### src/vp_pkg.sv
`default_nettype none

package vp_pkg;

	//////////////////////////////
	// Clock enable ratios
	//////////////////////////////

	// System clocks per CPU pulse
	localparam logic [3:0] CPU_DIV_NTSC = 4'd8;
	localparam logic [3:0] CPU_DIV_PAL  = 4'd12;
	// System clocks per video chip pulse
	localparam logic [3:0] VDC_DIV_NTSC = 4'd6;
	localparam logic [3:0] VDC_DIV_PAL  = 4'd10;

	//////////////////////////////
	// Cartridge ROM
	//////////////////////////////

	localparam int CART_ADDR_W = 12;
	localparam int ROM_ADDR_W  = 14;
	localparam int ROM_DATA_W  = 8;

	// Image byte counts that pick a bank mapping
	localparam logic [15:0] CART_SIZE_4K  = 16'd4096;
	localparam logic [15:0] CART_SIZE_8K  = 16'd8192;
	localparam logic [15:0] CART_SIZE_16K = 16'd16384;

	// Index 0..2 loads the ROM, index 2 is an XROM image
	localparam logic [7:0] DL_INDEX_XROM  = 8'd2;
	localparam logic [7:0] DL_INDEX_LIMIT = 8'd3;

	//////////////////////////////
	// Colour output
	//////////////////////////////

	// RF palette, index is {r, g, b, luma}
	localparam logic [23:0] PALETTE_NTSC [16] = '{
		24'h000000, 24'h676767, 24'h1a37be, 24'h5c80f6,
		24'h006d07, 24'h56c469, 24'h2aaabe, 24'h77e6eb,
		24'h790000, 24'hc75151, 24'h94309f, 24'hdc84e8,
		24'h77670b, 24'hc6b86a, 24'hcecece, 24'hffffff
	};

	// RGB monitor palette
	localparam logic [23:0] PALETTE_PAL [16] = '{
		24'h000000, 24'h494949, 24'h0000b6, 24'h4949ff,
		24'h00b601, 24'h49ff49, 24'h00b6c9, 24'h49ffff,
		24'hb60000, 24'hff4949, 24'hb600b6, 24'hff49ff,
		24'hb6b600, 24'hffff49, 24'hb6b6b6, 24'hffffff
	};

	// Grey weights, sum is 256
	localparam logic [7:0] LUMA_W_R = 8'd77;
	localparam logic [7:0] LUMA_W_G = 8'd150;
	localparam logic [7:0] LUMA_W_B = 8'd29;

	//////////////////////////////
	// Host joystick word
	//////////////////////////////

	localparam int JOY_BIT_RIGHT  = 0;
	localparam int JOY_BIT_LEFT   = 1;
	localparam int JOY_BIT_DOWN   = 2;
	localparam int JOY_BIT_UP     = 3;
	localparam int JOY_BIT_ACTION = 4;
	localparam int JOY_BIT_RESET  = 5;
	// Keys 1..9 then 0 from here up to bit 15
	localparam int JOY_BIT_NUM0   = 6;

endpackage

`default_nettype wire

### src/vp_color_out.sv
`timescale 1ns/100ps
`default_nettype none

module vp_color_out (
	input  logic        clk_sys,
	input  logic        reset,
	input  logic        red_i,
	input  logic        green_i,
	input  logic        blue_i,
	input  logic        luma_i,
	input  logic        palette_rgb_i,
	input  logic        mono_i,
	output logic [23:0] rgb_o
);

	import vp_pkg::*;

	logic [3:0]  color_idx;
	logic [23:0] color_q;
	logic        mono_q;
	logic [15:0] grey_sum;
	logic [7:0]  grey;

	assign color_idx = {red_i, green_i, blue_i, luma_i};

	//////////////////////////////
	// Stage 1, palette lookup
	//////////////////////////////

	always_ff @(posedge clk_sys) begin
		color_q <= palette_rgb_i ? PALETTE_PAL[color_idx] : PALETTE_NTSC[color_idx];
		mono_q  <= mono_i;
	end

	//////////////////////////////
	// Stage 2, grey or colour
	//////////////////////////////

	// Weighted sum fits 16 bits since the weights add to 256
	assign grey_sum = {8'd0, LUMA_W_R} * {8'd0, color_q[23:16]}
		+ {8'd0, LUMA_W_G} * {8'd0, color_q[15:8]}
		+ {8'd0, LUMA_W_B} * {8'd0, color_q[7:0]};
	assign grey     = grey_sum[15:8];

	always_ff @(posedge clk_sys or posedge reset) begin
		if (reset)
			rgb_o <= 24'd0;
		else if (mono_q)
			rgb_o <= {grey, grey, grey};
		else
			rgb_o <= color_q;
	end

endmodule

`default_nettype wire

### config.mk
export PLATFORM = sky130hd
export DESIGN_NAME = vp_color_out
export DESIGN_NICKNAME = d
export VERILOG_FILES = /design/src/vp_pkg.sv /design/src/vp_color_out.sv
export SDC_FILE = /design/constraint.sdc
export NUM_CORES = 1
export LEC_CHECK = 0
export ABC_CLOCK_PERIOD_IN_PS = 8180
export BUFFER_PORTS_ARGS = -buffer_cell sky130_fd_sc_hd__buf_2
export CORE_MARGIN = 10
export CORE_UTILIZATION = 40
export CTS_CLUSTER_DIAMETER = 120
export DETAILED_ROUTE_END_ITERATION = 7
export GPL_ROUTABILITY_DRIVEN = 0
export GPL_TIMING_DRIVEN = 0
export PLACE_DENSITY = 0.52
export SYNTH_ARGS = -nofsm -noshare
export SYNTH_HDL_FRONTEND = slang
export SYNTH_SLANG_ARGS = --single-unit
### constraint.sdc
create_clock -name clk_sys -period 8.18 [get_ports clk_sys]
set_input_delay 0.409 -clock clk_sys [delete_from_list [all_inputs] [get_ports clk_sys]]
set_output_delay 0.409 -clock clk_sys [all_outputs]
set_load 0.01 [all_outputs]
### Word level (Yosys, flattened, before mapping)

Memory sizes are Yosys's and may differ from the RTL's.
Index checks and enable logic that the tools add are counted.

| operators by class | value |
|---|---|
| add/subtract/negate cells | 2 |
| multiply operators | 3 |
| order comparisons | 1 |
| multiplexer cells | 6 |
| bitwise gates (word level) | 1 |

Operator list:

| cell | count |
|---|---|
| $mux W24 | 6 |
| $mul A7 B8 Y15 const A | 2 |
| $add A15 B16 Y16 | 1 |
| $add A16 B13 Y16 | 1 |
| $mul A5 B8 Y13 const A | 1 |
| $ge A5 B5 Y1 const B | 1 |
| $not A4 Y5 | 1 |

| storage, ports and cells | value |
|---|---|
| flip-flop bits (word level) | 49 |
| ROM bits | 768 |
| input bits | 8 |
| memories kept | 2 |

Memory list:

| memory | depth | width | read ports | clocked after memory_dff | write ports | line | text |
|---|---|---|---|---|---|---|---|
| (no name shown) | 16 | 24 | 1 | 0 | 0 | vp_color_out.sv:31 | `color_q <= palette_rgb_i ? PALETTE_PAL[color_idx] : PALETTE_NTSC[color_idx];` |
| (no name shown) | 16 | 24 | 1 | 0 | 0 | vp_color_out.sv:31 |  |

### Logic depth before layout (Yosys ltp)

Gate-level depths: netlist of the first run.

| depth | value |
|---|---|
| depth after elaboration | 5 |
| gate-level depth with buffers | 25 |
| mapped depth without buffers | 25 |

### Worst setup path after synthesis of the first run

Ideal clock, no wire load.

| path | value |
|---|---|
| path kind | register to register |
| start point | register color_q[12] |
| end point | register rgb_o[15] |
| arrival time | 6.156 ns |
| required time | 8.050 ns |
| slack | 1.893 ns |
| cell stages (with the launch flop) | 26 |
| path buffers | 0 |
| clock period less this slack | 6.287 ns |
| cells stage by stage | dfxtp_1 > ha_1 > ha_1 > inv_1 > fa_1 > fa_1 > inv_1 > ha_1 > a21oi_1 > inv_1 > a31oi_1 > xnor2_1 > ha_1 > fa_1 > inv_1 > fa_1 > fa_1 > inv_1 > ha_1 > a21oi_1 > o21ai_1 > and2_2 > a211o_2 > o311ai_4 > mux2i_1 > o21ai_1 |

| between the ends | value |
|---|---|
| cells in the longest elaborated chain, start to end | 4 |

RTL lines:

| element | line | text |
|---|---|---|
| from (decl) | vp_color_out.sv:19 | `logic [23:0] color_q;` |
| from (signal assigned) | vp_color_out.sv:31 |  |
| $mul A7 B8 Y15 | vp_color_out.sv:41 | `+ {8'd0, LUMA_W_G} * {8'd0, color_q[15:8]}` |
| $add A15 B16 Y16 | vp_color_out.sv:41 |  |
| $add A16 B13 Y16 | vp_color_out.sv:42 | `+ {8'd0, LUMA_W_B} * {8'd0, color_q[7:0]};` |
| $mux W24 | vp_color_out.sv:48 | `else if (mono_q)` |
| to (signal assigned) | vp_color_out.sv:49 | `rgb_o <= {grey, grey, grey};` |
| to (signal assigned) | vp_color_out.sv:51 | `rgb_o <= color_q;` |
| to (decl) | vp_color_out.sv:13 | `output logic [23:0] rgb_o` |

No other way between the ends.

### Worst setup path after layout of the first run

| path | value |
|---|---|
| start point | register color_q[14] |
| end point | register rgb_o[7] |

The elaborated chain is that of the path after synthesis.

==> key figures, run 1 <==
CTS
  • CTS resizes: 0
  • Clock slew at reported path FFs: 60 ps
  • Setup repair bufs after CTS: 0
  • Root buf cell: clkbuf_16
  • CTS Hold Bufs: 0
  • Clock latency on the worst-skew pair: 290 ps
  • CTS tree: done
  • CTS Sinks: 49
  • H-tree levels: 2
  • Clock tree buffer depth: 2
  • CTS Buf Count: 5

Synth
  • Synth Area in XOR/XNOR: 2.32%
  • Synthesized net count: around 720
  • EDFF count, synth: 0
  • Synth Register Bits: 49
  • Ys flop type: dfxtp_1
  • Asr flop ratio synth: 49.0%
  • Simple-Gate Fraction of Synth Area: 8.28%
  • Synthesized area per cell: around 9.4 sq um
  • Sequential fraction of the synthesis area: 20.8%
  • Synthesized instance count: 564
  • Synth unique cells: 62
  • Compound-gate portion of the synthesized area: 15.5%
  • Largest family of logic cells by synthesized area: adder cells
  • Adder-cell area share of the yosys netlist: 42.1%
  • Cell Area, Synth: 5290 sq um
  • Yosys warns: 0
  • Mux share of post-synthesis cell area: slightly above 1%

Die
  • Die X: between 100 and 150 um
  • Cell row count: 41
  • Die area: 18200 sq um
  • Die Y: 135 um
  • Starting Density: between 40 and 50%
  • Boundary Pins: 32
  • Core Region: 12800 sq um

GRT
  • Largest net degree at the start of global routing: 25
  • GRT overflow: 0
  • Initial antenna violation count: 0
  • Global-route wire length before repair: 20000 um
  • Overall Global Routing Usage: 13.4%
  • Vias in the first global route: 3994

STA
  • Fmax: 0.144 GHz
  • Period minus WS final: about 7000 ps
  • Clock Skew: 6.29 ps
  • Final hold viol count: 0
  • Rel. slew slack: 47.3%
  • Max-slew violations: 0
  • RSZ-0062 raised after global routing: no
  • Least-Margin Pin Slew: 789 ps
  • Setup TNS: 0 ps
  • Post-route setup slack: 1240 ps
  • Final setup viols: 0
  • Tcrit/Tclk final: between 80 and 90%

Final layout
  • Design area: 5810 sq um
  • Layout area overhead: 9.91%
  • Footprint of the multi-input gates: between 3000 and 4000 sq um
  • # diodes: 0
  • Fillers: 1272
  • Reg area: roughly 1100 sq um
  • Share of cells above drive strength 1: under 10%
  • Most frequent cells in the layout: inv_1, ha_1, fa_1, o21ai_0, a21oi_1
  • Most common cell after layout, fill and taps aside: inv_1
  • Non-filler cells, final: between 700 and 800
  • Final nets: 754

Critical path
  • CP Max Fanout: 6
  • Worst EP required: between 8000 and 9000 ps
  • Critical path class: reg -> reg
  • Crit path DAT: 7090 ps
  • CP endpoint kind: flop
  • CP Launch Type: flop

Placement
  • Post-DP Area: 5650 sq um
  • Pre-CTS WS: 1210 ps
  • PortBufs: 30
  • DP HPWL: 9940 um
  • Placed cells: ~770

Route
  • DR WL met3: 562 um
  • Drt total wl: between 10000 and 15000 um
  • DRC: 0
  • Drt pass-1 iters: 4
  • DR iter-0 viols: 230
  • Met2 wire length: 5340 um
  • Vias: 3839
  • Routed Antenna Nets: 0
  • Met1 WL: 5710 um
  • Routed vias/inst: 4.96
  • Routed WL per cell: approximately 15 um
  • DR top layer: met4

Min path
  • Worst min path class: in -> reg

Flow run
  • Total of max-cap violations: 0

Status
  • Status: completed
==> sequential cells by signal (all words and copies together), names as in the netlist <==
name	cells
color_q	24
mono_q	1
rgb_o	24
==> stage by stage <==
stage	hold WS, ps	util, %
6_report	221	45.5
4_1_cts	216	45.5
3_5_place_dp	515	44.3
2_1_floorplan	424	-
3_3_place_gp	511	44.3
5_1_grt	213	45.5
==> cell families (layout without fill, tap and decap cells) <==
| group | after synthesis | in the layout |
|---|---|---|
| xor gates and xnor gates | 14 | 14 |
| buffers and inverters | 137 | 175 |
| muxes | 5 | 5 |
| DFF | 49 | 49 |
| and+or+nand+nor | 85 | 85 |
| adders and majority gates | 145 | 145 |
| AOI/OAI and AO/OA | 129 | 129 |
==> routing by layer <==
metal	GRT usage, %	up-vias
li1	-	1925
met1	18.0	1812
met2	21.9	91
met3	2.71	11
met4	2.75	0
met5	0	-
==> layout make-up <==
type                       instances  share of cell area, %
multi-input combinational        378                   63.0
tap                              172                   3.70
timing repair buffer              30                   2.58
buffer                            16                   1.21
clock inverter                     1                 0.0861
inverter                         121                   7.81
sequential                        49                   18.9
clock buffer                       7                   2.65
==> final timing paths <==
path                        startpoint        end  slack (ps)  depth (start not counted)
setup / recovery           color_q[14]   rgb_o[7]        1240                         25
hold / removal                  mono_i     mono_q         220                          1
setup reg to reg           color_q[14]   rgb_o[7]        1240                         25
hold reg to reg             color_q[0]   rgb_o[0]         600                          2
max in group asynchronous        reset   rgb_o[0]        7420                          2
min in group asynchronous        reset  rgb_o[19]         270                          2
==> synth_stat cells (2+ instances only) <==
master,instances,area [sq um]
o21ai_0,41,205
o211ai_1,4,30.0
mux2i_1,2,20.0
xor2_1,2,17.5
a21o_1,12,90.1
nor2b_1,6,37.5
mux2_2,3,33.8
buf_1,4,15.0
nor2_1,18,67.6
dfrtp_1,24,601
nand2_1,25,93.8
a21oi_2,2,17.5
nand3_1,5,25.0
o21ai_1,6,30.0
xnor2_1,12,105
nor3_1,7,35.0
and2_1,2,12.5
nand2b_1,5,31.3
nand4_1,2,12.5
a211oi_1,3,22.5
dfxtp_1,25,500
o21a_1,2,15.0
ha_1,90,1130
a21oi_1,35,175
inv_1,120,450
clkbuf_1,9,33.8
fa_1,55,1100
or3_1,2,12.5
a21boi_0,2,15.0
a31oi_1,5,31.3
o221ai_1,3,26.3
==> worst max-delay path, stage by stage, from the launching register on <==
cell,delay (ps)
dfxtp_1,500
ha_1,300
ha_1,270
inv_1,50
fa_1,490
fa_1,510
inv_1,40
ha_1,350
a21oi_1,230
inv_1,80
a31oi_1,170
xnor2_1,160
ha_1,280
fa_1,500
inv_1,50
fa_1,460
fa_1,540
inv_1,40
ha_1,390
a21oi_1,150
o21ai_1,120
and2_2,230
a211o_2,300
o311ai_4,90
mux2i_1,380
o21ai_1,120
Power of run 1 is left out: the tool's default activity adds up to more than one toggle a clock period on the data nets, which glitch-free logic cannot reach.
==> inputs of run 2 (changes only) <==
--- a/config.mk
+++ b/config.mk
@@ -5,7 +5,7 @@
 export SDC_FILE = /design/constraint.sdc
 export NUM_CORES = 1
 export LEC_CHECK = 0
-export ABC_CLOCK_PERIOD_IN_PS = 8180
+export ABC_CLOCK_PERIOD_IN_PS = 5680
 export BUFFER_PORTS_ARGS = -buffer_cell sky130_fd_sc_hd__buf_2
 export CORE_MARGIN = 10
 export CORE_UTILIZATION = 40
@@ -13,7 +13,7 @@
 export DETAILED_ROUTE_END_ITERATION = 7
 export GPL_ROUTABILITY_DRIVEN = 0
 export GPL_TIMING_DRIVEN = 0
-export PLACE_DENSITY = 0.52
+export PLACE_DENSITY = 0.54
 export SYNTH_ARGS = -nofsm -noshare
 export SYNTH_HDL_FRONTEND = slang
 export SYNTH_SLANG_ARGS = --single-unit
==> constraint.sdc (replaced) <==
create_clock -name clk_sys -period 5.68 [get_ports clk_sys]
set_input_delay 0.284 -clock clk_sys [delete_from_list [all_inputs] [get_ports clk_sys]]
set_output_delay 0.284 -clock clk_sys [all_outputs]
set_load 0.01 [all_outputs]
==> run 2 against run 1 <==
  * The run now ends with setup timing left
  * Routed wire length increased by 6.0%
  * Sequential share of layout area is 1.4 points lower
  * Fmax up 14%
  * Critical path depth shrank 1
  * Setup slack lost 1700 ps
  * Clock skew up 2.5 ps
  * Global-route usage rose by 0.70 points
  * Die area unchanged
  * Flip-flop and latch count did not move
  * Via count up 4.2%
  * Critical path type unchanged
==> key figures, run 2 (synthesized netlist as in run 1, its figures left out) <==
Status
  • Status: finished with violations
  • Failing checks: setup timing

STA
  • Max-slew violations: 0
  • Tcrit/Tclk final: 108%
  • Final hold viol count: 0
  • Post-route setup slack: -429 ps
  • RSZ-0062 raised after global routing: yes
  • Clock Skew: 8.78 ps
  • Period minus WS final: 6110 ps
  • Rel. slew slack: 46.5%
  • Final setup viols: 18
  • Least-Margin Pin Slew: 802 ps
  • Fmax: 0.164 GHz

Route
  • Routed WL per cell: 15.6 um
  • Routed Antenna Nets: 0
  • DRC: 0
  • Drt pass-1 iters: 5
  • Drt total wl: between 10000 and 15000 um
  • Routed vias/inst: 5.03
  • Vias: between 4k and 5k
  • DR iter-0 viols: 187

GRT
  • Largest net degree at the start of global routing: 25
  • Overall Global Routing Usage: 14.1%
  • Initial antenna violation count: 0
  • Global-route wire length before repair: 21100 um
  • GRT overflow: 0
  • Vias in the first global route: 4160

Critical path
  • CP Launch Type: flop
  • CP Max Fanout: 5
  • Critical path class: reg -> reg
  • Worst EP required: 5840 ps
  • Crit path DAT: 6270 ps
  • CP endpoint kind: flop

CTS
  • H-tree levels: 2
  • Clock slew at reported path FFs: 60 ps
  • CTS tree: done
  • Clock tree buffer depth: 2
  • Clock latency on the worst-skew pair: between 200 and 300 ps
  • CTS Hold Bufs: 0
  • CTS Sinks: roughly 50
  • CTS Buf Count: 5
  • Root buf cell: clkbuf_16

Final layout
  • Reg area: 1120 sq um
  • Layout area overhead: 20.7%
  • Fillers: approximately 1.2k
  • Final nets: 776
  • Most frequent cells in the layout: inv_1, ha_1, fa_1, a21oi_1, buf_2
  • Most common cell after layout, fill and taps aside: inv_1
  • Footprint of the multi-input gates: slightly above 4000 sq um
  • # diodes: 0
  • Regs by FF count: color_q x24, rgb_o x24, mono_q x1
  • Non-filler cells, final: 796
  • Share of cells above drive strength 1: between 20% and 30%

Placement
  • PortBufs: 30
  • DP HPWL: 10200 um
  • Placed cells: 766

Die
  • Die area: ~18000 sq um
  • Die X: 135 um
  • Starting Density: roughly two fifths
  • Die Y: 135 um
  • Cell row count: slightly above 40
  • Core Region: about 13000 sq um
  • Boundary Pins: 32

Min path
  • Worst min path class: in -> reg

Flow run
  • Total of max-cap violations: 0
-- run 2: worst paths after layout --
kind                              from        end  slack, ps  depth (start not counted)
max                        color_q[14]   rgb_o[7]       -430                         24
min                             mono_i     mono_q         90                          1
max reg2reg                color_q[14]   rgb_o[7]       -430                         24
min reg2reg                 color_q[8]   rgb_o[8]        560                          2
max in group asynchronous        reset  rgb_o[12]       5030                          2
min in group asynchronous        reset  rgb_o[10]        140                          2
-- run 2: layout make-up --
| cell class | instances | area share, % |
|---|---|---|
| timing repair buffer | 52 | 5.12 |
| inverter | 121 | 7.12 |
| multi-input combinational | 378 | 63.4 |
| buffer | 16 | 1.10 |
| clock buffer | 8 | 2.29 |
| sequential | 49 | 17.6 |
| tap | 172 | 3.37 |
-- run 2: critical path, stage by stage (launching register included) --
cell,delay [ps]
dfxtp_4,350
ha_4,240
ha_4,250
inv_2,30
fa_1,440
fa_1,500
inv_2,40
ha_4,250
a21oi_4,170
inv_2,70
a31oi_4,160
xnor2_2,90
ha_1,310
fa_1,480
inv_1,50
fa_2,420
fa_1,500
inv_2,50
ha_4,290
nand4_1,180
a21oi_4,260
a21oi_4,100
o311ai_4,320
mux2i_2,330
o21ai_1,110
-- run 2: routing by layer --
layer	up-vias	part of all wire, %	routed length [um]	track usage [%]
li1	1975	-	-	-
met1	1918	47	5820	18.6
met5	-	0	0	0
met4	0	0.55	68	1.97
met2	101	47	5900	24.0
met3	7	5.4	668	2.74
-- run 2: metrics by stage --
step / area, sq um / hold WS, ps / setup slack, ps / utilization [%] / setup TNS, ps
5_1_grt: 6380 / 82.1 / -653 / 49.9 / -8890
2_1_floorplan: 5420 / 299 / -123 / - / -392
3_5_place_dp: 5790 / 388 / -695 / 45.3 / -6770
6_report: 6380 / 91.3 / -429 / 49.9 / -4830
4_1_cts: 6120 / 86.8 / -476 / 47.9 / -5250
3_3_place_gp: 5790 / 386 / -720 / 45.3 / -7400
-- run 2: timing repair --
item                                    CTS  global route
pin swaps                                16            28
buffers inserted                         13             9
endpoints found under the setup margin   18            21
gates resized for setup                  32            31
cloned                                    0             0
Power of run 2 is left out for the same reason.
==> inputs of run 3 (changes only) <==
--- a/config.mk
+++ b/config.mk
@@ -13,6 +13,7 @@
 export DETAILED_ROUTE_END_ITERATION = 7
 export GPL_ROUTABILITY_DRIVEN = 0
 export GPL_TIMING_DRIVEN = 0
+export MAX_ROUTING_LAYER = met4
 export PLACE_DENSITY = 0.54
 export SYNTH_ARGS = -nofsm -noshare
 export SYNTH_HDL_FRONTEND = slang
==> run 3 against run 2 <==
  * The flow still finishes with violations (setup timing)
  * Non-clock buffer count unchanged
  * Utilization unchanged
  * Clock-buffer cell count unchanged
==> key figures, run 3 (synthesized netlist as in run 1, its figures left out) <==
Critical path
  • CP endpoint kind: flop
  • CP delay by family, top: adder cells
  • CP max stage delay: 500 ps
  • Slowest cell on crit path: fa_1
  • CP Cell Sequence: ha_4 > ha_4 > inv_2 > fa_1 > fa_1 > inv_2 > ha_4 > a21oi_4 > inv_2 > a31oi_4 > xnor2_2 > ha_1 > fa_1 > inv_1 > fa_2 > fa_1 > inv_2 > ha_4 > nand4_1 > a21oi_4 > a21oi_4 > o311ai_4 > mux2i_2 > o21ai_1
  • Crit path DAT: 6270 ps
  • Buffer and inverter count on the worst path: 5
  • CP Launch Type: flop
  • CP Max Fanout: 5
  • Critical path class: reg -> reg
  • Worst EP required: 5840 ps

Route
  • DR iter-0 viols: around 220
  • Routed Antenna Nets: 0
  • Drt pass-1 iters: 4
  • Drt total wl: 12400 um
  • Vias: between 3k and 4k
  • DRC: 0
  • Routed WL per cell: 15.6 um
  • Routed vias/inst: approximately 5.0

GRT
  • GRT overflow: 0
  • Global-route wire length before repair: around 21000 um
  • Largest net degree at the start of global routing: 25
  • Vias in the first global route: 4160
  • Overall Global Routing Usage: 14.5%
  • Initial antenna violation count: 0

Final layout
  • Share of cells above drive strength 1: 21.3%
  • Final nets: 776
  • Regs by FF count: color_q x24, rgb_o x24, mono_q x1
  • Reg area: 1120 sq um
  • Design area: between 6000 and 7000 sq um
  • Final core utilization: 49.9%
  • Most frequent cells in the layout: inv_1, ha_1, fa_1, a21oi_1, buf_2
  • Most common cell after layout, fill and taps aside: inv_1
  • Footprint of the multi-input gates: 4050 sq um
  • Layout area overhead: 20.7%
  • Fillers: 1196
  • # diodes: 0

Die
  • Starting Density: 41.4%
  • Core Region: 12800 sq um
  • Die Y: 135 um
  • Boundary Pins: 32
  • Die X: 135 um
  • Cell row count: 41
  • Die area: roughly 18000 sq um

Placement
  • Post-DP Area: around 5800 sq um
  • PortBufs: 30
  • DP HPWL: 10200 um

STA
  • Least-Margin Pin Slew: between 700 and 800 ps
  • Period minus WS final: roughly 6000 ps
  • Post-route setup slack: -428 ps
  • Tcrit/Tclk final: 108%
  • Max-slew violations: 0
  • Final hold viol count: 0
  • Rel. slew slack: between 40% and 50%
  • Clock Skew: 9.87 ps
  • Final setup viols: 18
  • RSZ-0062 raised after global routing: yes
  • Fmax: roughly 0.16 GHz

CTS
  • Root buf cell: clkbuf_16
  • Clock latency on the worst-skew pair: about 290 ps
  • CTS Buf Count: 5
  • CTS Hold Bufs: 0
  • CTS Sinks: 49
  • H-tree levels: 2
  • Clock slew at reported path FFs: roughly 60 ps
  • Clock tree buffer depth: 2
  • CTS tree: done

Min path
  • Worst min path class: in -> reg

Status
  • Status: finished with violations
  • Failing checks: setup timing

Flow run
  • Total of max-cap violations: 0
==> run 3: cell counts in the layout (fill, tap and decap cells not counted) <==
No cell type changed its count.
==> run 3: final cells by class <==
cell class                 count  area share, %
tap                          172           3.37
inverter                     121           7.12
buffer                        16           1.10
timing repair buffer          52           5.12
clock buffer                   8           2.29
sequential                    49           17.6
multi-input combinational    378           63.4
==> run 3: routing by layer <==
layer | part of all wire (%) | track usage (%) | wire length, um
met3 | 5.2 | 2.63 | 641
met1 | 47 | 18.6 | 5810
met4 | 0.43 | 1.97 | 54
met2 | 48 | 24.0 | 5930
met5 | 0 | - | 0
==> run 3: repair_timing <==
action                                  CTS  global route
endpoints found under the setup margin   18            21
pin swaps                                16            28
gates resized for setup                  32            31
endpoints found under the hold margin     0             0
buffers inserted                         13             9
==> run 3: final timing paths <==
path                                   from         to  slack, ps  cells past startpoint
worst max-delay path            color_q[14]   rgb_o[7]       -430                     24
worst min-delay path                 mono_i     mono_q         90                      1
max in group asynchronous             reset  rgb_o[12]       5040                      2
worst min register to register   color_q[8]   rgb_o[8]        560                      2
worst max register to register  color_q[14]   rgb_o[7]       -430                     24
min in group asynchronous             reset  rgb_o[10]        140                      2
==> run 3: per-stage QoR <==
stage	hold WS [ps]	setup TNS, ps	cells	worst slack [ps]
2_1_floorplan	299	-392	564	-123
3_5_place_dp	388	-6770	766	-695
5_1_grt	82.1	-8890	796	-653
4_1_cts	86.8	-5250	787	-476
3_3_place_gp	386	-7400	766	-720
6_report	90.7	-4790	796	-428
Power of run 3 is left out for the same reason.
